**src/hdl/rvPkg.sv**
```systemverilog
package rvPkg;

  // ====================
  // Widths and base types
  // ====================
  localparam int xlen         = 32;
  localparam int regAddrWidth = 5;

  typedef logic [xlen-1:0]         word_t;     // Data, instructions and addresses
  typedef logic [regAddrWidth-1:0] regAddr_t;

  // ====================
  // Control encodings
  // ====================
  typedef enum logic [3:0] {
    aluAdd  = 4'd0,
    aluSub  = 4'd1,
    aluSrl  = 4'd2,
    aluSll  = 4'd3,
    aluSlt  = 4'd4,
    aluSltu = 4'd5,
    aluMul  = 4'd6,
    aluNone = 4'd7   // Result forced to zero
  } aluOp_t;

  typedef enum logic [2:0] {
    brNone = 3'd0,
    brBeq  = 3'd1,
    brBne  = 3'd2,
    brBlt  = 3'd3,
    brBge  = 3'd4,
    brJal  = 3'd5,
    brJalr = 3'd6
  } branchKind_t;

  // Major opcodes, instr[6:0]
  localparam logic [6:0] opImm    = 7'b0010011;
  localparam logic [6:0] opReg    = 7'b0110011;
  localparam logic [6:0] opLui    = 7'b0110111;
  localparam logic [6:0] opAuipc  = 7'b0010111;
  localparam logic [6:0] opBranch = 7'b1100011;
  localparam logic [6:0] opJal    = 7'b1101111;
  localparam logic [6:0] opJalr   = 7'b1100111;

  // funct7 variants of the kept R-type and shift encodings
  localparam logic [6:0] f7Base = 7'b0000000;
  localparam logic [6:0] f7Alt  = 7'b0100000;  // SUB
  localparam logic [6:0] f7Mul  = 7'b0000001;  // M extension

  // ====================
  // Reset values
  // ====================
  localparam word_t nopInstr = 32'h0000_0013;  // ADDI x0, x0, 0
  localparam word_t resetPc  = '0;

endpackage

```
**src/hdl/registerFile.sv**
```systemverilog
module registerFile import rvPkg::*; (
  input  logic     clock,
  input  logic     reset,
  input  regAddr_t readAddrA,
  input  regAddr_t readAddrB,
  output word_t    readDataA,
  output word_t    readDataB,
  input  logic     writeEnable,
  input  regAddr_t writeAddr,
  input  word_t    writeData
);

  word_t regs [2**regAddrWidth];
  logic  writeLive;

  assign writeLive = writeEnable && (writeAddr != '0);  // x0 is never written

  always_ff @(posedge clock or posedge reset) begin
    if (reset) begin
      for (int i = 0; i < 2**regAddrWidth; i++) begin
        regs[i] <= '0;
      end
    end else if (writeLive) begin
      regs[writeAddr] <= writeData;
    end
  end

  // Same-cycle write passes straight to the read ports
  assign readDataA = (writeLive && writeAddr == readAddrA) ? writeData : regs[readAddrA];
  assign readDataB = (writeLive && writeAddr == readAddrB) ? writeData : regs[readAddrB];

endmodule

```
**config.mk**
```make
export PLATFORM = sky130hd
export DESIGN_NAME = registerFile
export DESIGN_NICKNAME = d
export VERILOG_FILES = /design/src/hdl/rvPkg.sv /design/src/hdl/registerFile.sv
export SDC_FILE = /design/constraint.sdc
export NUM_CORES = 2
export LEC_CHECK = 0
export BUFFER_PORTS_ARGS = -buffer_cell sky130_fd_sc_hd__buf_2
export CAP_MARGIN = 30
export CORE_MARGIN = 2
export CORE_UTILIZATION = 63
export CTS_CLUSTER_DIAMETER = 150
export CTS_CLUSTER_SIZE = 30
export DETAILED_ROUTE_END_ITERATION = 7
export GPL_TIMING_DRIVEN = 0
export PLACE_DENSITY_LB_ADDON = 0.1
export SLEW_MARGIN = 0
export SYNTH_ARGS = -nofsm -noshare
export SYNTH_HDL_FRONTEND = slang
export SYNTH_SLANG_ARGS = --single-unit
export TNS_END_PERCENT = 5
```
**constraint.sdc**
```tcl
create_clock -name clock -period 43.9 [get_ports clock]
set_clock_uncertainty 0.05 [all_clocks]
set_input_delay 8.78 -clock clock [delete_from_list [all_inputs] [get_ports clock]]
set_output_delay 8.78 -clock clock [all_outputs]
set_load 0.005 [all_outputs]
```
==> impl_metrics.tcl <==
set metrics [dict create \
    clockRootBuffer "clkbuf_16" \
    path_cells "buf_2 -> clkbuf_1 -> or3_1 -> clkbuf_1 -> clkbuf_1 -> o22ai_1 -> nor4_1 -> mux2_2 -> buf_2" \
    num_vias 38600 \
    synth.cell_area_sq_um 53400 \
    critPathKind "in2out" \
    numCtsBuffers 40 \
    yosysSeqAreaShare_pct 48.0 \
    synth_top_area_cell "dfrtp_1" \
    drtIter0Drc 5751 \
    power.density_nw_per_um2 40.1 \
    busiest_layer "met2" \
    tightestPinTransition_ns 1.14 \
    synthFlopType "dfrtp_1" \
    die_w_um 295 \
    p_total_uw 2320 \
    min_from "regs[995]$_DFFE_PP0P_" \
    yosysTopAreaCellShare_pct 48.0 \
    clock_path_buffers 3 \
    post_cts_buffers 0 \
    critPathMaxStageDelay_ns 0.88 \
    avgSynthCellArea_sq_um 15.5 \
    worstPathMaxFanout 10 \
    finalSetupViolations 0 \
    dieArea_sq_um 87100 \
    cp_common_cell "clkbuf_1" \
    antenna_found_initial 23 \
    ios 114 \
    multi_input_area_sq_um 26000 \
    wire_per_inst_um 45.2 \
    arrival_ns 12.09 \
    dr.pass1.iters 5 \
    hold_path_class "reg2reg" \
    grtUsageTotal_pct 50.8 \
    path_clk_slew_ns 0.11 \
    drive_gt1_share_pct 53.7 \
    coreArea_sq_um 83800 \
    leakage_uw 0.0249 \
    period_share_pct 47.7 \
    nets 3712 \
    seq_area_sq_um 25600 \
    syn-instance-count 3435 \
    area_growth_pct 8.24 \
    vias_per_cell 8.02 \
    largest_reg_flops 1024 \
    rows 106 \
    cts_hold_buf 0 \
    grt.overflow.total 0 \
    fill_cells 5743 \
    ant_nets 0 \
    initial_utilization_pct 63.7 \
    slew_headroom_pct 23.9 \
    status "completed" \
    yosysWarnings 0 \
    synth.most_common_cell "mux2_2" \
    place_area_sq_um 56600 \
    post_cts_resized 0 \
    insertion_delay_ns 0.65 \
    peakVddDrop_mv 0.0483 \
    htree_levels 2 \
    critPathLaunchType "input port" \
    tns_ns 0 \
    whs_ns 0.436 \
    top_regs "regs (1024)" \
    drcViolationCount 0 \
    fmax_mhz 47.8 \
    required_ns 35.07 \
    dp_hpwl_um 148000 \
    synth.area.top_cells "dfrtp_1, mux2_2, mux4_2" \
    cp_top_family "buffers and inverters" \
    cts_tree "yes" \
    layout_min_cycle_time_ns 20.92 \
    path_buf_inv 5 \
    grt_pass1_wl_um 298000 \
    final-max-slew-violation-count 0 \
    hold_viol 0 \
    cp-end-kind "primary output" \
    grtUsageMet1_pct 61.8 \
    ys_async_sr_fraction_pct 100 \
    grt_use_met3_pct 23.4 \
    rsz0062_at_grt "no" \
    clock-sinks 1024 \
    synth_edf_count 0 \
    final_area_sq_um 57800 \
    synth-seq-cells 1024 \
    grt_max_degree 136 \
    critPathLaunch "readAddrB[4]" \
    grt_pass1_vias 38900 \
    gp_congestion 0.976 \
    die_y_um 295 \
    mappedNetlistNets 3485 \
    maxCapViolCount 0 \
    io_buffers 107 \
    yosysUniqueCellTypes 40 \
    regMostFlops "regs" \
    synth_top_cells_by_count "mux2_2, dfrtp_1, mux4_2" \
    wl_um 218000 \
    grt_use_met2_pct 69.1 \
    crit_path_top_delay_cell "clkbuf_1" \
    rr_startpoint "regs[489]$_DFFE_PP0P_" \
]
==> power by group <==
| group | internal, uW | switching [uW] |
|---|---|---|
| sequential | 1120 | 135 |
| combinational | 333 | 248 |
| clock | 171 | 309 |
==> final timing paths <==
| check | to | slack [ns] | depth (start not counted) |
|---|---|---|---|
| min in group asynchronous | regs[163]$_DFFE_PP0P_ | 8.20 | 2 |
| setup / recovery | readDataB[29] | 22.98 | 9 |
| hold / removal | regs[995]$_DFFE_PP0P_ | 0.44 | 1 |
| hold reg to reg | regs[995]$_DFFE_PP0P_ | 0.44 | 1 |
| setup reg to reg | regs[489]$_DFFE_PP0P_ | 43.00 | 1 |
| max in group asynchronous | regs[76]$_DFFE_PP0P_ | 33.47 | 5 |
==> cell type report <==
class                   instances  area share (%)
clock buffers                  41            1.77
repair buffers                185            3.22
inverters                       4          0.0390
well taps                    1134            2.45
flip-flops and latches       1024            44.3
plain buffers                 410            3.09
clock inverters                 1          0.0519
multi-input cells            1997            45.0
diodes                         15          0.0649
==> metrics by stage <==
step	setup WS, ns	std cells	utilization (%)
final	22.98	4811	69.0
after global placement	-1.97	4676	66.0
after CTS	23.13	4791	68.8
after detailed placement	23.13	4749	67.6
after floorplan	6.25	3435	-
after global routing	23.13	4799	68.9
==> routing by layer <==
layer	vias up	share of wire (%)
met1	20200	33
met5	-	0.071
met4	24	10
met3	1086	16
met2	3473	41
li1	13800	-
==> cells by family after synthesis <==
kind of cell    share of synthesized area, %
mux                                     43.5
buf+inv                                 3.33
compound gates                          3.21
xor+xnor                               0.164
flops                                   48.0
simple gates                            1.80
==> placed cells by master (no fill, tap or decap), types with 2 or more instances in the layout <==
cell       count
o211ai_1       2
nand4b_1       3
buf_8         56
or4_1          2
nand3b_1      11
clkbuf_2      13
nor3b_1        5
mux2i_1        3
diode_2       15
clkbuf_1     208
or3_1          2
and3b_1        2
mux2_2      1039
buf_4         13
inv_1          3
nor4_1        60
nand2_1       32
mux4_2       511
or3b_2         6
and3_1         2
clkbuf_16     41
buf_2        259
nor2_1        17
or4b_2         2
nor4_2         2
xnor2_1        6
o21ai_0       16
xor2_1         4
nand3_1        8
a22oi_1        2
buf_6          4
dfrtp_1     1024
o22ai_1      249
buf_1         26
buf_16        15
(Power assumes the default switching activity.)
