--- config.mk ---
export PLATFORM = sky130hd
export DESIGN_NAME = fetchStage
export DESIGN_NICKNAME = d
export VERILOG_FILES = /design/src/hdl/rvPkg.sv /design/src/hdl/fetchStage.sv
export SDC_FILE = /design/constraint.sdc
export NUM_CORES = 1
export LEC_CHECK = 0
export BUFFER_PORTS_ARGS = -buffer_cell sky130_fd_sc_hd__clkbuf_2
export CORE_MARGIN = 8
export CORE_UTILIZATION = 30
export DETAILED_ROUTE_END_ITERATION = 6
export MAX_ROUTING_LAYER = met4
export PLACE_DENSITY_LB_ADDON = 0.08
export SETUP_SLACK_MARGIN = 0.2
export SLEW_MARGIN = 30
export SYNTH_ARGS = -nofsm -noshare
export SYNTH_HDL_FRONTEND = slang
export SYNTH_SLANG_ARGS = --single-unit
--- constraint.sdc ---
create_clock -name clock -period 2.6 [get_ports clock]
set_clock_uncertainty 0.15 [all_clocks]
set_input_delay 0.26 -clock clock [delete_from_list [all_inputs] [get_ports clock]]
set_output_delay 0.26 -clock clock [all_outputs]
set_load 0.01 [all_outputs]
--- src/hdl/rvPkg.sv ---
package rvPkg;

  // ====================
  // Widths and base types
  // ====================
  localparam int xlen         = 32;
  localparam int regAddrWidth = 5;

  typedef logic [xlen-1:0]         word_t;     // Data, instructions and addresses
  typedef logic [regAddrWidth-1:0] regAddr_t;

  // ====================
  // Control encodings
  // ====================
  typedef enum logic [3:0] {
    aluAdd  = 4'd0,
    aluSub  = 4'd1,
    aluSrl  = 4'd2,
    aluSll  = 4'd3,
    aluSlt  = 4'd4,
    aluSltu = 4'd5,
    aluMul  = 4'd6,
    aluNone = 4'd7   // Result forced to zero
  } aluOp_t;

  typedef enum logic [2:0] {
    brNone = 3'd0,
    brBeq  = 3'd1,
    brBne  = 3'd2,
    brBlt  = 3'd3,
    brBge  = 3'd4,
    brJal  = 3'd5,
    brJalr = 3'd6
  } branchKind_t;

  // Major opcodes, instr[6:0]
  localparam logic [6:0] opImm    = 7'b0010011;
  localparam logic [6:0] opReg    = 7'b0110011;
  localparam logic [6:0] opLui    = 7'b0110111;
  localparam logic [6:0] opAuipc  = 7'b0010111;
  localparam logic [6:0] opBranch = 7'b1100011;
  localparam logic [6:0] opJal    = 7'b1101111;
  localparam logic [6:0] opJalr   = 7'b1100111;

  // funct7 variants of the kept R-type and shift encodings
  localparam logic [6:0] f7Base = 7'b0000000;
  localparam logic [6:0] f7Alt  = 7'b0100000;  // SUB
  localparam logic [6:0] f7Mul  = 7'b0000001;  // M extension

  // ====================
  // Reset values
  // ====================
  localparam word_t nopInstr = 32'h0000_0013;  // ADDI x0, x0, 0
  localparam word_t resetPc  = '0;

endpackage

--- src/hdl/fetchStage.sv ---
module fetchStage import rvPkg::*; (
  input  logic  clock,
  input  logic  reset,
  input  logic  redirect,
  input  word_t redirectTarget,
  input  word_t fetchInstr,
  output word_t fetchAddr,
  output word_t ifPc,
  output word_t ifInstr
);

  word_t pc;
  word_t pcNext;

  // Taken branch in resolve wins over sequential fetch
  assign pcNext    = redirect ? redirectTarget : pc + 32'd4;
  assign fetchAddr = pc;

  always_ff @(posedge clock or posedge reset) begin
    if (reset) begin
      pc <= resetPc;
    end else begin
      pc <= pcNext;
    end
  end

  // ====================
  // Fetch/decode register
  // ====================
  always_ff @(posedge clock or posedge reset) begin
    if (reset) begin
      ifInstr <= nopInstr;
    end else if (redirect) begin
      ifInstr <= nopInstr;       // Wrong-path word becomes a bubble
    end else begin
      ifInstr <= fetchInstr;
    end
  end

  always_ff @(posedge clock) begin
    ifPc <= pc;
  end

endmodule

==> run_results.csv <==
group,metric,value,unit
power_and_ir_drop,p_leak,2.51,nW
route,drt_iter0_drc,113,
power_and_ir_drop,seqPwrFrac,47.9,%
power_and_ir_drop,ir_drop,0.328,mV
layout,final_cell_mix,"clkbuf_2 (162), dfrtp_1 (61), dlygate4sd3_1 (56)",
power_and_ir_drop,p_comb_share,14.0,%
sta,slew_violations,0,
route,wl_per_cell,15.4,µm
route,drc,0,
sta,min_period,2150,ps
clock_network,htreeDepth,3,
clock_network,clock-sinks,96,
floorplanning,rows,39,
synth,avgSynthCellArea,11.9,µm²
grt,antenna_found_initial,0,
sta,finalCritPeriodShare,82.9,%
min_path,min_path_type,"input port to register",
power_and_ir_drop,p_sw,0.912,mW
floorplanning,core,11400,µm²
layout,layout.cells.non_filler,659,
sta,tightest_slew,679,ps
layout,final_nets,579,
placed_design,place_inst,587,
synth,synthDistinctLibCells,39,
floorplanning,pin_count,163,
synth,synthArstFlopShare,66.7,%
critical_path,cp-startpoint,"fetchAddr[2]",
critical_path,crit_end,"fetchAddr[30]",
synth,ys_seq_area_share,64.7,%
grt,overflow,0,
sta,rsz0062_at_grt,"no",
critical_path,reg2reg_slack,450,ps
power_and_ir_drop,power_density,671,nW/µm²
clock_network,path_clk_slew,70,ps
clock_network,cts_buffers,9,
synth,synth_edf_count,0,
grt,grt.total_usage,14.0,%
synth,yosysWarnings,0,
clock_network,cts_buffer_depth,2,
synth,synth.net_count,360,
sta,setup-tns-final,0,ps
layout,antenna_cells,0,
layout,layout_commonest_cell,"clkbuf_2",
critical_path,crit_type,"register to register",
placed_design,dp_hpwl,7290,µm
critical_path,cpMaxStageDelayCell,"or4_1",
critical_path,arrival,2270,ps
synth,netlist_instances,292,
critical_path,r2r-start,"fetchAddr[2]",
placed_design,place_congestion,0.729,
sta,max_slew_margin,54.7,%
layout,areaGrowthSynthToFinish,53.2,%
flow_run,max_cap_viol_count,0,
critical_path,rr_endpoint,"fetchAddr[30]",
sta,finalSetupViolations,0,
clock_network,cts_root_buffer,"clkbuf_16",
layout,drive_gt1_share,39.1,%
critical_path,cp-end-kind,"register",
power_and_ir_drop,p_clk_share,38.1,%
placed_design,portBuffers,162,
route,vias,2943,
critical_path,worst-path-max-fanout,9,
floorplanning,die_h,124,µm
power_and_ir_drop,cell_internal_pwr,2.66,mW
critical_path,start_kind,"register",
floorplanning,die_x,124,µm
run_status,status,"complete, no violations",
clock_network,tritoncts,"yes",
grt,first_global_vias,3134,
grt,grt_max_degree,61,
grt,grt_pass1_wl,15900,µm
critical_path,path_cells,"ha_1 > and3_1 > nand4_4 > or4_1 > a31oi_1",
synth,syn-cell-area,3470,µm²
critical_path,slowest_delay,530,ps
critical_path,cp.required,2720,ps
synth,ys_ff_latch,96,
sta,timing.fmax,464,MHz
route,drt_first_pass_iters,4,
route,viasPerCell,4.47,
route,ant_nets,0,
floorplanning,initial_utilization,30.5,%
power_and_ir_drop,switching_share,25.5,%
route,totalWireLength,10200,µm
clock_network,post_cts_buffers,0,
synth,ys.flop_type,"dfrtp_1",
floorplanning,die_area,15300,µm²
clock_network,clk_latency,350,ps
critical_path,rr_worst_depth,5,
sta,hold_violations,0,
[through the flow]
| step | cell area, µm² | hold slack [ps] | util, % | setup WS (ps) | total power, mW |
|---|---|---|---|---|---|
| final | 5320 | 10.7 | 46.8 | 446 | 3.57 |
| after global routing | 5320 | 32.3 | 46.8 | 309 | 3.74 |
| after CTS | 5320 | 2.02 | 46.8 | 432 | 3.63 |
| after detailed placement | 4450 | 190 | 39.2 | 444 | 2.19 |
| after global placement | 4450 | 188 | 39.2 | 515 | 2.18 |
| after floorplan | 3470 | 219 | - | 597 | 1.93 |
[worst max-delay path: cells and delay by family (launching register included)]
kind	cells	cell delay [ps]
simple gates	3	1110
compound gates	1	190
flops	1	420
fa+ha+maj	1	210
[repair_timing]
item / in CTS / in global routing
endpoints found under the setup margin: 0 / 0
gates resized for setup: 0 / 0
hold endpoints to repair: 74 / 0
hold buffers: 56 / 0
[layer usage]
layer | up-vias | part of all wire, % | global-route usage (%)
li1 | 1455 | - | -
met1 | 1394 | 42 | 15.7
met2 | 83 | 49 | 22.4
met3 | 11 | 7.4 | 5.12
met4 | 0 | 1.4 | 5.12
met5 | - | 0 | -
[cell type report]
type                            count  area [µm²]
Fill cell                        1096        6050
Sequential cell                    96        2250
Timing Repair Buffer              224        1440
Multi-Input combinational cell    174        1120
Clock buffer                       11         253
Tap cell                          143         179
Clock inverter                      5        55.1
Inverter                            6        22.5
[power by group through the flow]
stage | logic (mW) | registers [mW] | clock network, mW
after floorplan | 0.149 | 1.78 | 0
after global placement | 0.449 | 1.74 | 0
after detailed placement | 0.447 | 1.74 | 0
after CTS | 0.514 | 1.71 | 1.40
after global routing | 0.554 | 1.73 | 1.46
final | 0.498 | 1.71 | 1.36
[how the worst min path moves through the flow]
| stage | start | to | slack, ps | depth (start not counted) |
|---|---|---|---|---|
| floorplan | fetchInstr[0] | ifInstr[0] | 220 | 1 |
| global placement | reset | ifInstr[13] | 190 | 2 |
| detailed placement | reset | ifInstr[13] | 190 | 2 |
| CTS | redirectTarget[30] | fetchAddr[30] | 2 | 3 |
| global route | redirectTarget[30] | fetchAddr[30] | 30 | 3 |
| finish | redirectTarget[31] | fetchAddr[31] | 10 | 3 |
[kinds of logic after synthesis]
kind of cell / count (synthesis) / share of synthesized area [%]
and+or+nand+nor: 115 / 19.9
muxes: 3 / 0.973
xor gates and xnor gates: 13 / 3.28
adders and majority gates: 1 / 0.360
DFF: 96 / 64.7
buffers and inverters: 22 / 2.95
AOI/OAI and AO/OA: 42 / 7.85
[synth_stat cells, drive strengths merged, types with 2 or more instances]
| cell type | count | share of area (%) |
|---|---|---|
| dfstp | 3 | 2.3 |
| or4 | 12 | 2.6 |
| xor2 | 10 | 2.5 |
| and3 | 3 | 0.58 |
| o211ai | 2 | 0.43 |
| nor2 | 11 | 1.2 |
| o31ai | 10 | 2.2 |
| xnor2 | 3 | 0.76 |
| or2 | 4 | 0.72 |
| nor4 | 2 | 0.36 |
| nand2 | 23 | 2.6 |
| o21ai | 14 | 2.0 |
| o31a | 4 | 1.0 |
| nand4 | 8 | 2.3 |
| clkbuf | 10 | 1.1 |
| nor2b | 29 | 5.2 |
| nand3 | 12 | 1.7 |
| inv | 6 | 0.65 |
| a31oi | 11 | 2.0 |
| nand2b | 2 | 0.36 |
| mux2 | 3 | 0.97 |
| dfxtp | 32 | 18 |
| dfrtp | 61 | 44 |
| and4 | 5 | 1.4 |
| buf | 6 | 1.2 |
[sequential cells by signal (all words and copies together), names as in the netlist]
name / count
fetchAddr: 32
ifPc: 32
ifInstr: 32
No activity file was read; power rests on OpenSTA's default activity.
