$ cat src/hdl/rvPkg.sv
package rvPkg;

  // ====================
  // Widths and base types
  // ====================
  localparam int xlen         = 32;
  localparam int regAddrWidth = 5;

  typedef logic [xlen-1:0]         word_t;     // Data, instructions and addresses
  typedef logic [regAddrWidth-1:0] regAddr_t;

  // ====================
  // Control encodings
  // ====================
  typedef enum logic [3:0] {
    aluAdd  = 4'd0,
    aluSub  = 4'd1,
    aluSrl  = 4'd2,
    aluSll  = 4'd3,
    aluSlt  = 4'd4,
    aluSltu = 4'd5,
    aluMul  = 4'd6,
    aluNone = 4'd7   // Result forced to zero
  } aluOp_t;

  typedef enum logic [2:0] {
    brNone = 3'd0,
    brBeq  = 3'd1,
    brBne  = 3'd2,
    brBlt  = 3'd3,
    brBge  = 3'd4,
    brJal  = 3'd5,
    brJalr = 3'd6
  } branchKind_t;

  // Major opcodes, instr[6:0]
  localparam logic [6:0] opImm    = 7'b0010011;
  localparam logic [6:0] opReg    = 7'b0110011;
  localparam logic [6:0] opLui    = 7'b0110111;
  localparam logic [6:0] opAuipc  = 7'b0010111;
  localparam logic [6:0] opBranch = 7'b1100011;
  localparam logic [6:0] opJal    = 7'b1101111;
  localparam logic [6:0] opJalr   = 7'b1100111;

  // funct7 variants of the kept R-type and shift encodings
  localparam logic [6:0] f7Base = 7'b0000000;
  localparam logic [6:0] f7Alt  = 7'b0100000;  // SUB
  localparam logic [6:0] f7Mul  = 7'b0000001;  // M extension

  // ====================
  // Reset values
  // ====================
  localparam word_t nopInstr = 32'h0000_0013;  // ADDI x0, x0, 0
  localparam word_t resetPc  = '0;

endpackage

$ cat src/hdl/resolveStage.sv
module resolveStage import rvPkg::*; (
  input  logic        clock,
  input  logic        reset,
  input  word_t       mePc,
  input  word_t       meAluResult,
  input  word_t       meImm,
  input  regAddr_t    meRd,
  input  branchKind_t meBranch,
  input  logic        meRegWrite,
  input  logic        meZero,
  input  logic        meLess,
  output logic        redirect,
  output word_t       redirectTarget,
  output logic        fwdValid,
  output regAddr_t    fwdRd,
  output word_t       fwdValue,
  output logic        wbEnable,
  output regAddr_t    wbReg,
  output word_t       wbData
);

  logic isJump;

  assign isJump = (meBranch == brJal) || (meBranch == brJalr);

  // Branch decision
  always_comb begin
    case (meBranch)
      brBeq:        redirect = meZero;
      brBne:        redirect = !meZero;
      brBlt:        redirect = meLess;
      brBge:        redirect = !meLess;
      brJal, brJalr: redirect = 1'b1;
      default:      redirect = 1'b0;
    endcase
  end

  assign redirectTarget = (meBranch == brJalr) ? {meAluResult[xlen-1:1], 1'b0}
                                               : mePc + meImm;

  // Link address for jumps, otherwise the ALU result
  assign fwdValue = isJump ? mePc + 32'd4 : meAluResult;
  assign fwdValid = meRegWrite;
  assign fwdRd    = meRd;

  // ====================
  // Writeback register
  // ====================
  always_ff @(posedge clock or posedge reset) begin
    if (reset) begin
      wbEnable <= 1'b0;
      wbReg    <= '0;
    end else begin
      wbEnable <= meRegWrite;
      wbReg    <= meRd;
    end
  end

  always_ff @(posedge clock) begin
    wbData <= fwdValue;
  end

endmodule

$ cat config.mk
export PLATFORM = sky130hd
export DESIGN_NAME = resolveStage
export DESIGN_NICKNAME = d
export VERILOG_FILES = /design/src/hdl/rvPkg.sv /design/src/hdl/resolveStage.sv
export SDC_FILE = /design/constraint.sdc
export NUM_CORES = 1
export LEC_CHECK = 0
export BUFFER_PORTS_ARGS = -buffer_cell sky130_fd_sc_hd__buf_4
export CAP_MARGIN = 20
export CORE_MARGIN = 4
export CORE_UTILIZATION = 45
export DETAILED_ROUTE_END_ITERATION = 7
export MAX_ROUTING_LAYER = met4
export PLACE_DENSITY = 0.92
export SLEW_MARGIN = 5
export SYNTH_ARGS = -nofsm -noshare
export SYNTH_HDL_FRONTEND = slang
export SYNTH_SLANG_ARGS = --single-unit
$ cat constraint.sdc
create_clock -name clock -period 4.3 [get_ports clock]
set_input_delay 0.645 -clock clock [delete_from_list [all_inputs] [get_ports clock]]
set_output_delay 0.645 -clock clock [all_outputs]
set_load 0.02 [all_outputs]
==> impl_metrics.py <==
metrics = {
    "cts": {
        "htreeDepth": 2,
        "root_buffer": "clkbuf_8",
        "numCtsBuffers": 5,
        "cts_sinks": 38,
        "cts_tree": "yes",
        "hold_buffers": 0,
        "post_cts_buffers": 0,
        "cts_max_path_buffers": 2,
        "clk_pin_slew_ps": 80,
        "cts_resized": 0,
    },
    "sta": {
        "fin_crit_ps": 3997,
        "tns_ps": 0,
        "max_freq_mhz": 250.2,
        "slew_headroom_pct": 33.45,
        "setup_viol": 0,
        "tightest_slew_ps": 994.8,
        "timing.final.ws_setup_ps": 302.8,
        "grt_setup_unrepaired": "false",
        "hold_viol_final": 0,
        "maxSlewViolCount": 0,
        "period_share_pct": 92.96,
    },
    "worst_setup_path": {
        "critPathArrivalTime_ps": 3350,
        "crit_path_max_incr_delay_ps": 410,
        "worst-setup-path-type": "in2out",
        "endpoint_kind": "output port",
        "slowest_stage": "fa_1",
        "path_cells": "buf_4 > ha_1 > fa_1 > a21o_1 > a221oi_2 > o21ai_2 > a31oi_1 > o21ai_0 > xnor2_1 > o21ai_0 > buf_4",
        "worstPathMaxFanout": 5,
        "required_ps": 3650,
        "startpoint_type": "input pin",
    },
    "grt": {
        "use_met2_pct": 49.45,
        "grt_first_pass_wirelength_mm": 22.69,
        "overflow": 0,
        "use_met3_pct": 4.317,
        "antenna_found_initial": 0,
        "grt_busiest_layer": "met2",
        "grt_max_degree": 62,
        "track_usage_pct": 29.91,
        "grt_pass1_vias": 4319,
        "gr-usage-met1_pct": 37.47,
    },
    "layout": {
        "multi_input_area_um2": 2709,
        "drive_gt1_share_pct": 34.61,
        "register_area_um2": 790.8,
        "final_nets": 846,
        "n_antenna_cell": 0,
        "n_fill_cell": 650,
        "syn2layout_area_growth_pct": 48.71,
    },
    "floorplan": {
        "die_x_um": 98.57,
        "die_area_um2": 9715,
        "core_area_um2": 7848,
        "rows": 32,
        "io_pins": 218,
        "chipHeight_um": 98.57,
        "initial_core_util_pct": 47.03,
    },
    "synthesis": {
        "ys_seq_area_share_pct": 21.42,
        "synth_seq_cells": 38,
        "yosysTopAreaCellShare_pct": 17.36,
        "syn_area_um2": 3691,
        "synth.area.top_cells": "dfxtp_1 17%, ha_1 11%, xnor2_1 8.3%",
        "synth.net_count": 648,
        "synth_area_per_cell_um2": 7.295,
        "ys.flop_type": "dfxtp_1",
        "synth-edff-count": 0,
        "synthesis.instances": 506,
        "synth_largest_area_cell": "dfxtp_1",
        "yosysUniqueCellTypes": 52,
        "ys_async_sr_fraction_pct": 15.79,
        "yosysWarnings": 0,
    },
    "power_and_ir_drop": {
        "intPower_uw": 1018,
        "leakage_uw": 0.002595,
        "clockPowerShare_pct": 22.3,
        "p_comb_share_pct": 54.2,
        "switching_share_pct": 39.42,
        "seq_power_share_pct": 23.5,
        "pwr_density_cell_nw_per_um2": 306.2,
        "ir_drop_v": 0.0001419,
        "switchingPower_uw": 662.5,
    },
    "status": {
        "status": "finished, final reports clean",
    },
    "drt": {
        "ant_nets": 0,
        "drc_errors": 0,
        "drtIter0Drc": 252,
        "wl_per_cell_um": 18.29,
        "avgViaCountPerCell": 5.499,
        "wl_mm": 14.76,
        "num_vias": 4438,
        "first_pass_iters": 5,
    },
    "flow_run": {
        "cap_violations": 0,
    },
    "placed_design": {
        "hpwlAfterDp_mm": 12.58,
        "place_ws_ps": 317.8,
        "gp_congestion": 0.9594,
        "portBuffers": 217,
    },
    "hold_path": {
        "hp-class": "in2async",
    },
}
## area by class of cell
| type | instances | area share [%] |
|---|---|---|
| Multi-Input combinational cell | 421 | 49.35 |
| Timing Repair Buffer | 220 | 30.09 |
| Sequential cell | 38 | 14.41 |
| Tap cell | 102 | 2.325 |
| Clock buffer | 6 | 1.504 |
| Inverter | 18 | 1.231 |
| Clock inverter | 2 | 1.094 |
## power by group through the flow
| stage | logic [uW] | registers, uW | clock network (uW) |
|---|---|---|---|
| final | 911 | 396 | 375 |
| after global routing | 972 | 399 | 393 |
| after CTS | 904 | 396 | 376 |
| after detailed placement | 902 | 404 | 0 |
| after global placement | 890 | 403 | 0 |
| after floorplan | 458 | 447 | 0 |
## worst paths after layout
kind / end / slack (ps) / cells past startpoint / start
min in group clock: wbReg[3] / 470 / 1 / meRd[3]
setup / recovery: redirectTarget[20] / 300 / 11 / mePc[0]
hold / removal: wbReg[4] / 280 / 2 / reset
max in group asynchronous: wbReg[2] / 3800 / 2 / reset
## synthesized netlist by cell type, types with 2 or more instances
cell / instances
and3_1: 9
o21a_1: 3
o21ai_0: 56
and2_1: 4
o21bai_1: 3
nor3_1: 9
a31oi_1: 3
nand4_1: 10
nand2_1: 69
or3_1: 2
nor2b_1: 2
inv_1: 18
buf_4: 6
a221o_1: 2
clkbuf_1: 23
o22ai_1: 2
xnor2_1: 35
nand2b_1: 3
dfrtp_1: 6
o211ai_1: 4
a21o_1: 4
xor2_1: 26
nor2_1: 42
o311ai_0: 2
dfxtp_1: 32
mux2_2: 4
a21oi_1: 45
nand3_1: 27
ha_1: 32
## cells in the final DEF (no fill, tap or decap), types with 4 or more instances in the layout
cell / instances
a21o_1: 4
and2_1: 4
o211ai_1: 4
clkbuf_8: 6
o21ai_0: 56
nand3_1: 27
dfrtp_1: 6
mux2_2: 4
nor2_1: 42
and3_1: 9
buf_4: 220
nor3_1: 8
ha_1: 32
xor2_1: 26
inv_1: 18
nand4_1: 10
a21oi_1: 45
nand2_1: 68
dfxtp_1: 32
xnor2_1: 35
## metrics by stage
step,utilization [%],hold slack [ps],total power [uW],instance area (um^2),cells
4_1_cts,69.95,288.0,1676,5489,807
5_1_grt,69.95,295.8,1763,5489,807
3_3_place_gp,68.13,598.2,1293,5346,799
3_5_place_dp,68.13,602.4,1305,5346,799
2_1_floorplan,-,436.0,905.2,3691,506
6_report,69.95,281.1,1681,5489,807
## critical path: cells and delay by family
family	cells	cell delay, ps
compound gates	6	1560
fa+ha+maj	2	630
buf+inv	2	330
xor+xnor	1	190
## cell families (layout without fill, tap and decap cells)
| group | Yosys count | in the layout | synth area share, % |
|---|---|---|---|
| AO/OA/AOI/OAI | 142 | 142 | 23.59 |
| XOR/XNOR | 61 | 61 | 14.47 |
| adder cells (fa/ha/maj) | 33 | 33 | 11.39 |
| buffers and inverters | 47 | 246 | 5.390 |
| flip-flops | 38 | 38 | 21.42 |
| multiplexers | 4 | 4 | 1.220 |
| AND/OR/NAND/NOR | 181 | 181 | 22.51 |
## sequential cells by signal, summed over array words and instances, names as in the netlist
register	cells
wbData	32
wbEnable	1
wbReg	5
## layer usage
metal	wire length, um	part of all wire, %
met3	1005	6.8
met1	6054	41
met4	454	3.1
met2	7244	49
met5	0	0
No activity file was read; power rests on OpenSTA's default activity.
