===== src/hdl/rvPkg.sv =====
package rvPkg;

  // ====================
  // Widths and base types
  // ====================
  localparam int xlen         = 32;
  localparam int regAddrWidth = 5;

  typedef logic [xlen-1:0]         word_t;     // Data, instructions and addresses
  typedef logic [regAddrWidth-1:0] regAddr_t;

  // ====================
  // Control encodings
  // ====================
  typedef enum logic [3:0] {
    aluAdd  = 4'd0,
    aluSub  = 4'd1,
    aluSrl  = 4'd2,
    aluSll  = 4'd3,
    aluSlt  = 4'd4,
    aluSltu = 4'd5,
    aluMul  = 4'd6,
    aluNone = 4'd7   // Result forced to zero
  } aluOp_t;

  typedef enum logic [2:0] {
    brNone = 3'd0,
    brBeq  = 3'd1,
    brBne  = 3'd2,
    brBlt  = 3'd3,
    brBge  = 3'd4,
    brJal  = 3'd5,
    brJalr = 3'd6
  } branchKind_t;

  // Major opcodes, instr[6:0]
  localparam logic [6:0] opImm    = 7'b0010011;
  localparam logic [6:0] opReg    = 7'b0110011;
  localparam logic [6:0] opLui    = 7'b0110111;
  localparam logic [6:0] opAuipc  = 7'b0010111;
  localparam logic [6:0] opBranch = 7'b1100011;
  localparam logic [6:0] opJal    = 7'b1101111;
  localparam logic [6:0] opJalr   = 7'b1100111;

  // funct7 variants of the kept R-type and shift encodings
  localparam logic [6:0] f7Base = 7'b0000000;
  localparam logic [6:0] f7Alt  = 7'b0100000;  // SUB
  localparam logic [6:0] f7Mul  = 7'b0000001;  // M extension

  // ====================
  // Reset values
  // ====================
  localparam word_t nopInstr = 32'h0000_0013;  // ADDI x0, x0, 0
  localparam word_t resetPc  = '0;

endpackage


===== src/hdl/decodeStage.sv =====
module decodeStage import rvPkg::*; (
  input  logic        clock,
  input  logic        reset,
  input  logic        flush,
  input  word_t       ifPc,
  input  word_t       ifInstr,
  output regAddr_t    rfAddrA,
  output regAddr_t    rfAddrB,
  input  word_t       rfDataA,
  input  word_t       rfDataB,
  output word_t       exPc,
  output word_t       exImm,
  output word_t       exRs1Val,
  output word_t       exRs2Val,
  output regAddr_t    exRs1,
  output regAddr_t    exRs2,
  output regAddr_t    exRd,
  output aluOp_t      exAluOp,
  output branchKind_t exBranch,
  output logic        exUsePc,
  output logic        exUseImm,
  output logic        exRegWrite
);

  logic [6:0]  opcode;
  logic [2:0]  funct3;
  logic [6:0]  funct7;
  regAddr_t    rd;

  logic        legal;
  logic        writesRd;
  aluOp_t      aluOp;
  branchKind_t branch;
  logic        usePc;
  logic        useImm;
  logic        regWrite;
  word_t       imm;

  assign opcode = ifInstr[6:0];
  assign funct3 = ifInstr[14:12];
  assign funct7 = ifInstr[31:25];
  assign rd     = ifInstr[11:7];

  // LUI reads x0 so the ALU computes 0 + imm
  assign rfAddrA = (opcode == opLui) ? '0 : ifInstr[19:15];
  assign rfAddrB = ifInstr[24:20];

  // ====================
  // Instruction decoder
  // ====================
  always_comb begin
    legal    = 1'b0;
    writesRd = 1'b0;
    aluOp    = aluNone;
    branch   = brNone;
    usePc    = 1'b0;
    useImm   = 1'b0;
    imm      = '0;
    case (opcode)
      opImm: begin
        writesRd = 1'b1;
        useImm   = 1'b1;
        imm      = {{20{ifInstr[31]}}, ifInstr[31:20]};
        legal    = 1'b1;
        case (funct3)
          3'b000:  aluOp = aluAdd;
          3'b010:  aluOp = aluSlt;
          3'b011:  aluOp = aluSltu;
          3'b001:  aluOp = aluSll;
          3'b101:  aluOp = aluSrl;
          default: legal = 1'b0;
        endcase
        // Shift immediates need a clean funct7
        if ((funct3 == 3'b001 || funct3 == 3'b101) && funct7 != f7Base) legal = 1'b0;
      end
      opReg: begin
        writesRd = 1'b1;
        if (funct7 == f7Base && funct3 == 3'b000) begin
          aluOp = aluAdd;
          legal = 1'b1;
        end else if (funct7 == f7Base && funct3 == 3'b010) begin
          aluOp = aluSlt;
          legal = 1'b1;
        end else if (funct7 == f7Base && funct3 == 3'b011) begin
          aluOp = aluSltu;
          legal = 1'b1;
        end else if (funct7 == f7Alt && funct3 == 3'b000) begin
          aluOp = aluSub;
          legal = 1'b1;
        end else if (funct7 == f7Mul && funct3 == 3'b000) begin
          aluOp = aluMul;
          legal = 1'b1;
        end
      end
      opLui, opAuipc: begin
        writesRd = 1'b1;
        aluOp    = aluAdd;
        usePc    = (opcode == opAuipc);
        useImm   = 1'b1;
        imm      = {ifInstr[31:12], 12'b0};
        legal    = 1'b1;
      end
      opBranch: begin
        imm   = {{20{ifInstr[31]}}, ifInstr[7], ifInstr[30:25], ifInstr[11:8], 1'b0};
        legal = 1'b1;
        case (funct3)
          3'b000:  branch = brBeq;
          3'b001:  branch = brBne;
          3'b100:  branch = brBlt;
          3'b101:  branch = brBge;
          default: legal  = 1'b0;
        endcase
      end
      opJal: begin
        writesRd = 1'b1;
        branch   = brJal;
        imm      = {{12{ifInstr[31]}}, ifInstr[19:12], ifInstr[20], ifInstr[30:21], 1'b0};
        legal    = 1'b1;
      end
      opJalr: begin
        writesRd = 1'b1;
        branch   = brJalr;
        aluOp    = aluAdd;   // rs1 + imm gives the target
        useImm   = 1'b1;
        imm      = {{20{ifInstr[31]}}, ifInstr[31:20]};
        legal    = (funct3 == 3'b000);
      end
      default: ;
    endcase
  end

  assign regWrite = legal && writesRd && (rd != '0);

  // ====================
  // Decode/execute register
  // ====================
  always_ff @(posedge clock or posedge reset) begin
    if (reset) begin
      exAluOp    <= aluNone;
      exBranch   <= brNone;
      exUsePc    <= 1'b0;
      exUseImm   <= 1'b0;
      exRegWrite <= 1'b0;
      exRd       <= '0;
    end else if (flush) begin
      exAluOp    <= aluNone;
      exBranch   <= brNone;
      exUsePc    <= 1'b0;
      exUseImm   <= 1'b0;
      exRegWrite <= 1'b0;
      exRd       <= '0;
    end else begin
      exAluOp    <= aluOp;
      exBranch   <= legal ? branch : brNone;  // Unknown encodings become bubbles
      exUsePc    <= usePc;
      exUseImm   <= useImm;
      exRegWrite <= regWrite;
      exRd       <= rd;
    end
  end

  always_ff @(posedge clock) begin
    exPc     <= ifPc;
    exImm    <= imm;
    exRs1Val <= rfDataA;
    exRs2Val <= rfDataB;
    exRs1    <= rfAddrA;
    exRs2    <= rfAddrB;
  end

endmodule


===== config.mk =====
export PLATFORM = sky130hd
export DESIGN_NAME = decodeStage
export DESIGN_NICKNAME = d
export VERILOG_FILES = /design/src/hdl/rvPkg.sv /design/src/hdl/decodeStage.sv
export SDC_FILE = /design/constraint.sdc
export NUM_CORES = 1
export LEC_CHECK = 0
export ABC_AREA = 1
export ABC_CLOCK_PERIOD_IN_PS = 800
export BUFFER_PORTS_ARGS = -buffer_cell sky130_fd_sc_hd__buf_2
export CORE_MARGIN = 5
export CORE_UTILIZATION = 36
export DETAILED_ROUTE_END_ITERATION = 12
export HOLD_SLACK_MARGIN = 0.15
export PLACE_DENSITY = 0.76
export SYNTH_ARGS = -nofsm -noshare
export SYNTH_HDL_FRONTEND = slang
export SYNTH_SLANG_ARGS = --single-unit

===== constraint.sdc =====
create_clock -name clock -period 0.8 [get_ports clock]
set_input_delay 0.04 -clock clock [delete_from_list [all_inputs] [get_ports clock]]
set_output_delay 0.04 -clock clock [all_outputs]
set_load 0.05 [all_outputs]

==> metrics.md <==
| Metric | Value |
|---|---|
| RSZ-0062 raised after global routing | `yes` |
| 1st-pass router iterations | `5` |
| CTS tree | `yes` |
| Core box area | `0.01089 mm²` |
| WHS Endpoint | `exUsePc` |
| Most frequent cells in the layout | `138 x buf_8, 136 x dfxtp_2, 130 x dlygate4sd3_1` |
| Post-route non-filler standard cell count | `~980` |
| Synth unique cells | `30` |
| # port buffers | `approximately 300` |
| Synthesis Warnings | `0` |
| Violated checks | `hold timing, setup timing` |
| H-tree levels | `4` |
| Routability cong. | `0.9347` |
| Leak | `approximately 4.7 nW` |
| Die W | `between 100 and 150 µm` |
| Fin area | `between 0.009 and 0.01 mm²` |
| Post-Route WL | `~25,000 µm` |
| Sequential fraction of the synthesis area | `about 80%` |
| CP Buf/Inv Count | `1` |
| Initial antenna violation count | `4` |
| Max Clk Rate | `between 700 and 800 MHz` |
| Final Setup Violations | `between 150 and 200` |
| Final ANT Viol Nets | `0` |
| Synth top area share | `69.00%` |
| Maximum Capacitance Violations | `0` |
| Arrival time worst endpoint | `1.24 ns` |
| Global route overflow | `0` |
| Worst Setup Path Type | `register to output pin` |
| DRC | `0` |
| Top cell family by delay on the critical path | `flip-flops` |
| Cells after Synth | `about 340` |
| Root Buffer | `clkbuf_8` |
| Average detailed-routed wire length per instance | `roughly 26 µm` |
| Post-placement cell area | `~0.006 mm²` |
| Commonest non-fill, non-tap cell in the layout | `buf_8` |
| Global-route wire length before repair | `33,520 µm` |
| PwrDens | `about 2000 mW/mm²` |
| Hold Slack | `-0.09414 ns` |
| HPWL after DPL | `between 10,000 and 15,000 µm` |
| Final worst setup slack | `-0.4755 ns` |
| Worst path required time | `0.76 ns` |
| Final net count | `952` |
| Vias per cell | `4.994` |
| Num CTS Buffers | `17` |
| Via count | `4,884` |
| CP peak stage delay | `approximately 0.56 ns` |
| Initial core utilization | `between 30% and 40%` |
| DRT iter0 DRCs | `between 300 and 400` |
| Setup crit end kind | `output pin` |
| Synth area leader | `dfxtp_1` |
| Die Y | `~120 µm` |
| Status | `finished with violations` |
| Post-Syn Area | `~0.004 mm²` |
| Worst ir drop on vdd | `1.579 mV` |
| Crit-path cells | `buf_8` |
| Placed cells | `between 700 and 800` |
| Critical Path Source Type | `register` |
| IO Count | `294` |
| Die area | `between 0.01 and 0.015 mm²` |
| Largest net degree at the start of global routing | `17` |
| Avg Cell Area, Syn | `around 12 µm²` |
| FF+latch count, synth | `approximately 150` |
| Num rows | `38` |
| Tcrit/Tclk final | `159.4%` |
| Fraction of layout cells with a size suffix above 1 | `approximately two thirds` |
| Clk slew on worst S/H paths | `about 0.070 ns` |
| Hold path cells | `4` |
| Synth area leaders | `dfxtp_1 69%, dfrtp_1 6.9%, inv_1 4.1%, nand2_1 3.3%, o21ai_0 3.1%` |
| CTS sink cnt | `between 150 and 200` |
| CP Max Fanout | `1` |
| Area Growth Syn to Fin | `145.6%` |
| Final worst path period need | `1.275 ns` |
| Min-delay worst type | `primary input to register` |
| Post-synth net total | `470` |
| Final Hold Vio Count | `1` |
| Gr usage total | `34.82%` |
| Vias in the first global route | `between 5,000 and 6,000` |
| Startpoint of the worst hold path | `ifInstr[4]` |
| Slowest cell on crit path | `dfstp_2` |
| Max Slew Vio Count | `0` |
| Longest Clk Path Bufs | `2` |
-- cell usage after synthesis (all sizes together) --
cell	number
nand3b	1
nand2	42
nor3	2
nand4	2
nor4	1
conb	1
dfxtp	138
nand3	13
inv	48
dfrtp	11
a21oi	4
clkbuf	2
o221ai	1
a31oi	2
dfstp	3
buf	7
o21a	1
o21ai	27
nor2	28
o211ai	1
o22ai	4
-- per-layer routing --
| metal | vias up | wire (µm) | track usage, % | part of all wire [%] |
|---|---|---|---|---|
| li1 | 2027 | - | - | - |
| met2 | 377 | 13260 | 63.50 | 52 |
| met5 | - | 0 | 0 | 0 |
| met4 | 0 | 1921 | 18.54 | 7.6 |
| met3 | 152 | 1989 | 10.60 | 7.8 |
| met1 | 2328 | 8227 | 35.57 | 32 |
-- power breakdown --
part | internal [W] | switching [W] | total, W
clock | 0.00449 | 0.00350 | 0.00799
combinational | 0.00175 | 0.00212 | 0.00387
sequential | 0.00797 | 0.000289 | 0.00826
-- metrics by stage --
step	hold slack, ns	setup WS, ns	util, %	TNS (ns)	power [W]
finish	-0.09414	-0.4755	90.32	-44.53	0.02013
global route	-0.1016	-0.4938	90.32	-48.50	0.02049
CTS	-0.2944	-0.4779	88.74	-42.66	0.01935
detailed placement	0.05315	-0.3414	55.19	-13.16	0.01053
global placement	0.04784	-0.2860	55.19	-11.64	0.01050
floorplan	-0.07293	-0.08892	-	-1.427	0.009668
-- cell families after synthesis --
kind of cell | count (synthesis) | synth area share, %
compound gates | 40 | 5.500
buf+inv | 57 | 6.094
flops | 152 | 77.84
other cells | 1 | 0.09366
simple gates | 89 | 10.47
-- worst max path at each step --
stage                     slack [ns]          to  startpoint  cells after the start
after detailed placement       -0.34  exRegWrite  ifInstr[1]                      9
after floorplan                -0.09    exRs1[0]  ifInstr[1]                      5
after global routing           -0.49  exAluOp[0]  exAluOp[0]                      1
after global placement         -0.29  exRegWrite  ifInstr[1]                      9
after CTS                      -0.48  exAluOp[0]  exAluOp[0]                      1
final                          -0.48  exAluOp[0]  exAluOp[0]                      1
-- flip-flops by register name, indices dropped and copies added (netlist names) --
register    flops
exRs1Val       32
exUsePc         1
exRs2Val       32
exRs1           5
exBranch        3
exPc           32
exImm          32
exUseImm        1
exRs2           5
exRd            5
exAluOp         3
exRegWrite      1
-- area by class of cell --
cell class | instances | area, µm²
diodes | 4 | 10.01
clock buffers | 22 | 474.2
clock inverters | 10 | 92.59
fillers | 356 | 1054
inverters | 48 | 215.2
multi-input cells | 130 | 843.3
flip-flops and latches | 152 | 3294
well taps | 140 | 175.2
repair buffers | 472 | 4730
-- what timing repair did --
| item | 4_1_cts | 5_1_grt |
|---|---|---|
| resized for setup | 579 | 59 |
| endpoints found under the hold margin | 166 | 67 |
| endpoints found under the setup margin | 157 | 186 |
| pin swaps | 10 | 11 |
| buffers inserted | 10 | 6 |
| hold buffers | 139 | 25 |
No activity file was read; power rests on OpenSTA's default activity.
