[config.mk]
export PLATFORM = sky130hd
export DESIGN_NAME = executeStage
export DESIGN_NICKNAME = d
export VERILOG_FILES = /design/src/hdl/rvPkg.sv /design/src/hdl/executeStage.sv
export SDC_FILE = /design/constraint.sdc
export NUM_CORES = 2
export LEC_CHECK = 0
export BUFFER_PORTS_ARGS = -buffer_cell sky130_fd_sc_hd__buf_2
export CORE_MARGIN = 4
export CORE_UTILIZATION = 47
export CTS_CLUSTER_DIAMETER = 40
export DETAILED_ROUTE_END_ITERATION = 6
export GPL_ROUTABILITY_DRIVEN = 0
export HOLD_SLACK_MARGIN = 0.06
export PLACE_DENSITY = 0.67
export SLEW_MARGIN = 5
export SYNTH_ARGS = -nofsm -noshare
export SYNTH_HDL_FRONTEND = slang
export SYNTH_SLANG_ARGS = --single-unit
[constraint.sdc]
create_clock -name clock -period 0.8 [get_ports clock]
set_clock_uncertainty 0.1 [all_clocks]
set_input_delay 0.08 -clock clock [delete_from_list [all_inputs] [get_ports clock]]
set_output_delay 0.08 -clock clock [all_outputs]
set_load 0.05 [all_outputs]
[src/hdl/rvPkg.sv]
package rvPkg;

  // ====================
  // Widths and base types
  // ====================
  localparam int xlen         = 32;
  localparam int regAddrWidth = 5;

  typedef logic [xlen-1:0]         word_t;     // Data, instructions and addresses
  typedef logic [regAddrWidth-1:0] regAddr_t;

  // ====================
  // Control encodings
  // ====================
  typedef enum logic [3:0] {
    aluAdd  = 4'd0,
    aluSub  = 4'd1,
    aluSrl  = 4'd2,
    aluSll  = 4'd3,
    aluSlt  = 4'd4,
    aluSltu = 4'd5,
    aluMul  = 4'd6,
    aluNone = 4'd7   // Result forced to zero
  } aluOp_t;

  typedef enum logic [2:0] {
    brNone = 3'd0,
    brBeq  = 3'd1,
    brBne  = 3'd2,
    brBlt  = 3'd3,
    brBge  = 3'd4,
    brJal  = 3'd5,
    brJalr = 3'd6
  } branchKind_t;

  // Major opcodes, instr[6:0]
  localparam logic [6:0] opImm    = 7'b0010011;
  localparam logic [6:0] opReg    = 7'b0110011;
  localparam logic [6:0] opLui    = 7'b0110111;
  localparam logic [6:0] opAuipc  = 7'b0010111;
  localparam logic [6:0] opBranch = 7'b1100011;
  localparam logic [6:0] opJal    = 7'b1101111;
  localparam logic [6:0] opJalr   = 7'b1100111;

  // funct7 variants of the kept R-type and shift encodings
  localparam logic [6:0] f7Base = 7'b0000000;
  localparam logic [6:0] f7Alt  = 7'b0100000;  // SUB
  localparam logic [6:0] f7Mul  = 7'b0000001;  // M extension

  // ====================
  // Reset values
  // ====================
  localparam word_t nopInstr = 32'h0000_0013;  // ADDI x0, x0, 0
  localparam word_t resetPc  = '0;

endpackage

[src/hdl/executeStage.sv]
module executeStage import rvPkg::*; (
  input  logic        clock,
  input  logic        reset,
  input  logic        flush,
  input  word_t       exPc,
  input  word_t       exImm,
  input  word_t       exRs1Val,
  input  word_t       exRs2Val,
  input  regAddr_t    exRs1,
  input  regAddr_t    exRs2,
  input  regAddr_t    exRd,
  input  aluOp_t      exAluOp,
  input  branchKind_t exBranch,
  input  logic        exUsePc,
  input  logic        exUseImm,
  input  logic        exRegWrite,
  input  logic        fwdValid,
  input  regAddr_t    fwdRd,
  input  word_t       fwdValue,
  input  logic        wbEnable,
  input  regAddr_t    wbReg,
  input  word_t       wbData,
  output word_t       mePc,
  output word_t       meAluResult,
  output word_t       meImm,
  output regAddr_t    meRd,
  output branchKind_t meBranch,
  output logic        meRegWrite,
  output logic        meZero,
  output logic        meLess
);

  word_t srcA;
  word_t srcB;
  word_t opA;
  word_t opB;
  word_t aluResult;

  // ====================
  // Forwarding
  // ====================
  // Resolve stage is younger than writeback, so it takes priority
  always_comb begin
    if (fwdValid && exRs1 != '0 && fwdRd == exRs1) begin
      srcA = fwdValue;
    end else if (wbEnable && exRs1 != '0 && wbReg == exRs1) begin
      srcA = wbData;
    end else begin
      srcA = exRs1Val;
    end
    if (fwdValid && exRs2 != '0 && fwdRd == exRs2) begin
      srcB = fwdValue;
    end else if (wbEnable && exRs2 != '0 && wbReg == exRs2) begin
      srcB = wbData;
    end else begin
      srcB = exRs2Val;
    end
  end

  assign opA = exUsePc  ? exPc  : srcA;   // AUIPC
  assign opB = exUseImm ? exImm : srcB;

  // ====================
  // ALU
  // ====================
  always_comb begin
    case (exAluOp)
      aluAdd:  aluResult = opA + opB;
      aluSub:  aluResult = opA - opB;
      aluSrl:  aluResult = opA >> opB[4:0];
      aluSll:  aluResult = opA << opB[4:0];
      aluSlt:  aluResult = {{(xlen-1){1'b0}}, $signed(opA) < $signed(opB)};
      aluSltu: aluResult = {{(xlen-1){1'b0}}, opA < opB};
      aluMul:  aluResult = opA * opB;    // Low half only
      default: aluResult = '0;
    endcase
  end

  // Execute/resolve register
  always_ff @(posedge clock or posedge reset) begin
    if (reset) begin
      meBranch   <= brNone;
      meRegWrite <= 1'b0;
      meRd       <= '0;
    end else if (flush) begin
      meBranch   <= brNone;
      meRegWrite <= 1'b0;
      meRd       <= '0;
    end else begin
      meBranch   <= exBranch;
      meRegWrite <= exRegWrite;
      meRd       <= exRd;
    end
  end

  always_ff @(posedge clock) begin
    mePc        <= exPc;
    meAluResult <= aluResult;
    meImm       <= exImm;
    meZero      <= (srcA == srcB);
    meLess      <= ($signed(srcA) < $signed(srcB));  // True signed compare
  end

endmodule

==> run_results.csv, run 1 <==
group,metric,value,unit
logic_synthesis,postSynthNetCount,4175,
floorplan,die_h,246.8,um
global_routing,grt_max_degree,66,
logic_synthesis,yosysSeqAreaShare,8.163,%
clock_tree,htreeDepth,3,
clock_tree,numCtsBuffers,9,
clock_tree,clock_tree.buffer_depth,2,
logic_synthesis,synth-edff-count,0,
floorplan,placementRows,87,
outcome,flow.first_error,"[ERROR GRT-0232] Routing congestion too high. Check the congestion heatmap in the GUI.",
placement,place_hpwl,104700,um
global_routing,grt_usage,55.75,%
placement,postPlaceCellArea,35880,sq um
logic_synthesis,post_synthesis_sequential_element_count,107,
placement,count_of_buffers_from_port_buffering,338,
floorplan,dieWidth,246.8,um
sta,repair-timing-grt-worst-ep,"meAluResult[27]$_DFF_P_/D",
floorplan,top_level_ports,339,
logic_synthesis,postSynthCellCount,3314,
global_routing,grt_overflow,4,
logic_synthesis,synth.cell_area,26790,sq um
logic_synthesis,ys.warnings.count,0,
floorplan,floorplan.initialDensity,47.52,%
logic_synthesis,share_of_async_settable_or_async_resettable_flops_after_synthesis,8.411,%
outcome,status,"stopped before the end",
logic_synthesis,synthDistinctLibCells,85,
clock_tree,ctsRootBufferMaster,"sky130_fd_sc_hd__clkbuf_16",
logic_synthesis,postSynthAreaPerCell,8.085,sq um
outcome,flow.stopped_at,"global routing",
logic_synthesis,synth_flop_cell,"sky130_fd_sc_hd__dfxtp_1",
sta,endpoint_type,"sequential cell input",
clock_tree,clock-sinks,107,
## cell families after synthesis
family / share of synthesized area (%)
DFF: 8.163
xor gates and xnor gates: 4.445
buffers and inverters: 9.722
muxes: 5.954
AOI/OAI and AO/OA: 14.24
and+or+nand+nor: 16.61
adders and majority gates: 40.86
## timing repair
item / 4_1_cts
resized for setup: 847
hold buffers: 75
endpoints found under the setup margin: 141
gates cloned: 6
endpoints found under the hold margin: 83
pin swaps: 165
buffers inserted: 90
## stage by stage
stage                     setup WS (ps)  std cells  utilization [%]  hold slack, ps
after CTS                         -7204       5267            72.82           37.99
after floorplan                   -7924       3314                -          -192.1
after global placement            -8111       5081            63.63          -52.58
after detailed placement          -8214       5081            63.63          -49.65
## layer usage
layer,track usage (%),GRT overflow
met1,57.07,0
met2,71.63,1
met3,41.33,0
met4,49.99,3
met5,18.30,0
## synthesized netlist by cell type, types with 23 or more instances
cell type / n / share of area (%)
sky130_fd_sc_hd__nor2b_1: 25 / 0.58
sky130_fd_sc_hd__a31oi_1: 48 / 1.1
sky130_fd_sc_hd__nor3_1: 50 / 0.93
sky130_fd_sc_hd__buf_1: 36 / 0.50
sky130_fd_sc_hd__xor2_1: 26 / 0.85
sky130_fd_sc_hd__dfxtp_1: 98 / 7.3
sky130_fd_sc_hd__mux2i_1: 133 / 5.0
sky130_fd_sc_hd__o41ai_1: 30 / 0.98
sky130_fd_sc_hd__clkbuf_1: 107 / 1.5
sky130_fd_sc_hd__nand4_1: 35 / 0.82
sky130_fd_sc_hd__nand3_1: 30 / 0.56
sky130_fd_sc_hd__nand2_1: 367 / 5.1
sky130_fd_sc_hd__o21ai_0: 104 / 1.9
sky130_fd_sc_hd__nor2_1: 468 / 6.6
sky130_fd_sc_hd__a21oi_1: 158 / 3.0
sky130_fd_sc_hd__fa_1: 410 / 31
sky130_fd_sc_hd__ha_1: 219 / 10
sky130_fd_sc_hd__buf_2: 27 / 0.50
sky130_fd_sc_hd__xnor2_1: 92 / 3.0
sky130_fd_sc_hd__a21o_1: 30 / 0.84
sky130_fd_sc_hd__inv_1: 451 / 6.3
sky130_fd_sc_hd__a211oi_1: 23 / 0.64
==> inputs of run 2 (changes only) <==
--- a/config.mk
+++ b/config.mk
@@ -7,12 +7,10 @@
 export LEC_CHECK = 0
 export BUFFER_PORTS_ARGS = -buffer_cell sky130_fd_sc_hd__buf_2
 export CORE_MARGIN = 4
-export CORE_UTILIZATION = 47
-export CTS_CLUSTER_DIAMETER = 40
+export CORE_UTILIZATION = 32
 export DETAILED_ROUTE_END_ITERATION = 6
 export GPL_ROUTABILITY_DRIVEN = 0
-export HOLD_SLACK_MARGIN = 0.06
-export PLACE_DENSITY = 0.67
+export PLACE_DENSITY_LB_ADDON = 0.15
 export SLEW_MARGIN = 5
 export SYNTH_ARGS = -nofsm -noshare
 export SYNTH_HDL_FRONTEND = slang
==> run 2 against run 1 <==
- the flow now finishes, with violations (negative setup slack)
- synthesized area stayed put
- synthesized cell count stayed put
==> run_results.csv, run 2 <==
group,metric,value,unit
floorplan,floorplan.initialDensity,32.48,%
logic_synthesis,synth_largest_type_area_fraction,30.63,%
final_layout,core_utilization_of_the_finished_layout,52.21,%
sta,rsz0062_at_grt,"true",
outcome,failed_checks,"negative setup slack",
setup_path,start_kind,"input pin",
setup_path,critical-path-top-delay-family,"adder cells",
power_and_ir_drop,power-per-cell-area,4427,nW/um^2
detailed_routing,antenna_violating_nets_post_route,0,
final_layout,regArea,2310,sq um
detailed_routing,detailroute.via_count,30251,
power_and_ir_drop,share_comb_of_total_power,93.9,%
power_and_ir_drop,leakage_power,20.77,nW
power_and_ir_drop,internal_cell_power,0.09518,W
outcome,status,"finished, violations left",
setup_path,worst_path_largest_cell_delay,570,ps
logic_synthesis,postSynthAreaPerCell,8.085,sq um
sta,timing.fmax,0.1209,GHz
power_and_ir_drop,switching_share,50.08,%
detailed_routing,drt-wirelength-per-cell,24.99,um
placement,place_hpwl,116900,um
final_layout,fill_cells,7781,
setup_path,timing.critical_path.mode_cell,"sky130_fd_sc_hd__fa_1",
floorplan,dieArea,88430,sq um
sta,hold_viol_final,0,
logic_synthesis,post_synthesis_cell_type_with_the_largest_combined_area,"sky130_fd_sc_hd__fa_1",
sta,maxSlewViolCount,0,
worst_hold_path,holdCritStartpoint,"exAluOp[1]",
logic_synthesis,postSynthNetCount,4175,
detailed_routing,viasPerCell,5.303,
power_and_ir_drop,total_power,0.1907,W
logic_synthesis,synth.cell_area,26790,sq um
setup_path,critPathBufInv,9,
final_layout,drive_above_1_share,42.35,%
placement,count_of_buffers_from_port_buffering,338,
global_routing,grt_usage,30.91,%
final_layout,finish.net_count,5487,
setup_path,timing_worst_setup_path_type,"input pin to flip-flop",
clock_tree,ctsRootBufferMaster,"sky130_fd_sc_hd__clkbuf_16",
global_routing,grt_max_degree,52,
logic_synthesis,post_synthesis_sequential_element_count,107,
flow_run,timing.max_cap.violations,0,
placement,postPlaceCellArea,36870,sq um
power_and_ir_drop,vdd.ir_drop.worst,5.490,mV
logic_synthesis,synth.top_cells.by_area,"sky130_fd_sc_hd__fa_1, sky130_fd_sc_hd__ha_1, sky130_fd_sc_hd__dfxtp_1, sky130_fd_sc_hd__nor2_1, sky130_fd_sc_hd__inv_1",
floorplan,core,82500,sq um
detailed_routing,drt_iter0_markers,3137,
setup_path,worst_ep_arrival_time,8450,ps
final_layout,multiInputGateArea,24440,sq um
global_routing,vias_in_the_first_global_route,30636,
logic_synthesis,synthTopCellsByCount,"sky130_fd_sc_hd__nor2_1, sky130_fd_sc_hd__inv_1, sky130_fd_sc_hd__fa_1",
clock_tree,clk_transition_reported_paths,90,ps
sta,min_period_over_period,1034,%
detailed_routing,wirelength,142600,um
global_routing,antenna_violations_before_repair,5,
power_and_ir_drop,reg_power_share,3.5,%
logic_synthesis,synthMostInstantiatedCell,"sky130_fd_sc_hd__nor2_1",
logic_synthesis,synth_flop_cell,"sky130_fd_sc_hd__dfxtp_1",
sta,finalSetupViolations,142,
clock_tree,htreeDepth,3,
floorplan,top_level_ports,339,
final_layout,layout_commonest_cell,"sky130_fd_sc_hd__buf_4",
sta,worst_slew_pin_slew,815.2,ps
detailed_routing,drt_first_pass_iters,6,
placement,place.detailed.instances,5459,
final_layout,post-route-cell-area,43080,sq um
logic_synthesis,synthDistinctLibCells,85,
setup_path,crit_fanout,8,
final_layout,area_growth,60.77,%
sta,layout_min_cycle_time,8274,ps
floorplan,placementRows,105,
final_layout,final_cells,5705,
power_and_ir_drop,net-switching-power,0.09550,W
logic_synthesis,ys.warnings.count,0,
final_layout,most-common-layout-cells,"sky130_fd_sc_hd__buf_4, sky130_fd_sc_hd__nor2_1, sky130_fd_sc_hd__inv_1",
floorplan,dieWidth,297.4,um
final_layout,top_regs,"meAluResult x32, meImm x32, mePc x32",
setup_path,cpMaxStageDelayCell,"sky130_fd_sc_hd__fa_1",
floorplan,die_h,297.4,um
clock_tree,clock_tree.buffer_depth,2,
setup_path,required_time_at_the_endpoint_of_the_critical_path,980,ps
setup_path,worst_setup_path_startpoint,"exRs2[3]",
power_and_ir_drop,clock_power_share,2.6,%
detailed_routing,detail_route.drc_violations,0,
logic_synthesis,synth-edff-count,0,
logic_synthesis,share_of_async_settable_or_async_resettable_flops_after_synthesis,8.411,%
global_routing,grt_overflow,0,
worst_hold_path,hp-class,"input pin to flip-flop",
sta,layout_setup_ws,-7474,ps
clock_tree,numCtsBuffers,9,
logic_synthesis,postSynthCellCount,3314,
sta,timing.max_slew.rel_slack,45.08,%
global_routing,first_pass_grt_wire_length,203500,um
logic_synthesis,yosysSeqAreaShare,8.163,%
setup_path,kind_of_capture_point_of_the_worst_setup_path,"flip-flop",
clock_tree,clock-sinks,107,
clock_tree,tritoncts,"built",
run 2: logic make-up after synthesis:
group,count (synthesis),synth area share (%)
xor+xnor,125,4.445
flops,107,8.163
mux,153,5.954
simple gates,1055,16.61
compound gates,580,14.24
buf+inv,665,9.722
fa+ha+maj,629,40.86
run 2: stage by stage:
step	hold slack (ps)	setup slack, ps	setup TNS [ps]
2_1_floorplan	-192.1	-7924	-213280
3_3_place_gp	-45.18	-8494	-243260
3_5_place_dp	-45.10	-8506	-243560
4_1_cts	68.32	-7444	-246790
5_1_grt	96.05	-7757	-253800
6_report	77.75	-7474	-244510
run 2: final timing paths:
check                                   to  cells past startpoint
max in group asynchronous          meRd[1]                      3
setup / recovery           meAluResult[27]                     36
hold / removal             meAluResult[21]                      4
min in group asynchronous       meRegWrite                      3
run 2: power by group through the flow:
stage | combinational [W] | clock, W | sequential, W
floorplan | 0.0915 | 0 | 0.00873
finish | 0.179 | 0.00500 | 0.00663
global placement | 0.144 | 0 | 0.00633
global route | 0.188 | 0.00527 | 0.00674
detailed placement | 0.144 | 0 | 0.00631
CTS | 0.166 | 0.00504 | 0.00635
run 2: metal layers:
layer,vias to the layer above,wire (um),track usage [%]
met2,1603,65140,50.09
met3,366,12040,5.401
met4,2,8551,13.71
li1,13490,-,-
met1,14790,56840,40.50
met5,-,13,0
run 2: what timing repair did:
action / in CTS / in global routing
setup endpoints to repair: 141 / 141
pin swaps: 131 / 122
cloned: 9 / 3
endpoints found under the hold margin: 82 / 0
hold buffers: 75 / 0
buffers inserted: 82 / 63
resized for setup: 444 / 596
run 2: layout make-up:
| class | count | area share [%] |
|---|---|---|
| inverters | 479 | 4.319 |
| multi-input cells | 2544 | 56.74 |
| flip-flops and latches | 107 | 5.362 |
| clock inverters | 7 | 0.1801 |
| clock buffers | 9 | 0.5228 |
| diodes | 4 | 0.02324 |
| repair buffers | 1484 | 29.72 |
| repair inverters | 1 | 0.02033 |
| well taps | 1070 | 3.108 |
Note: power is estimated with default switching activity, not from simulation.
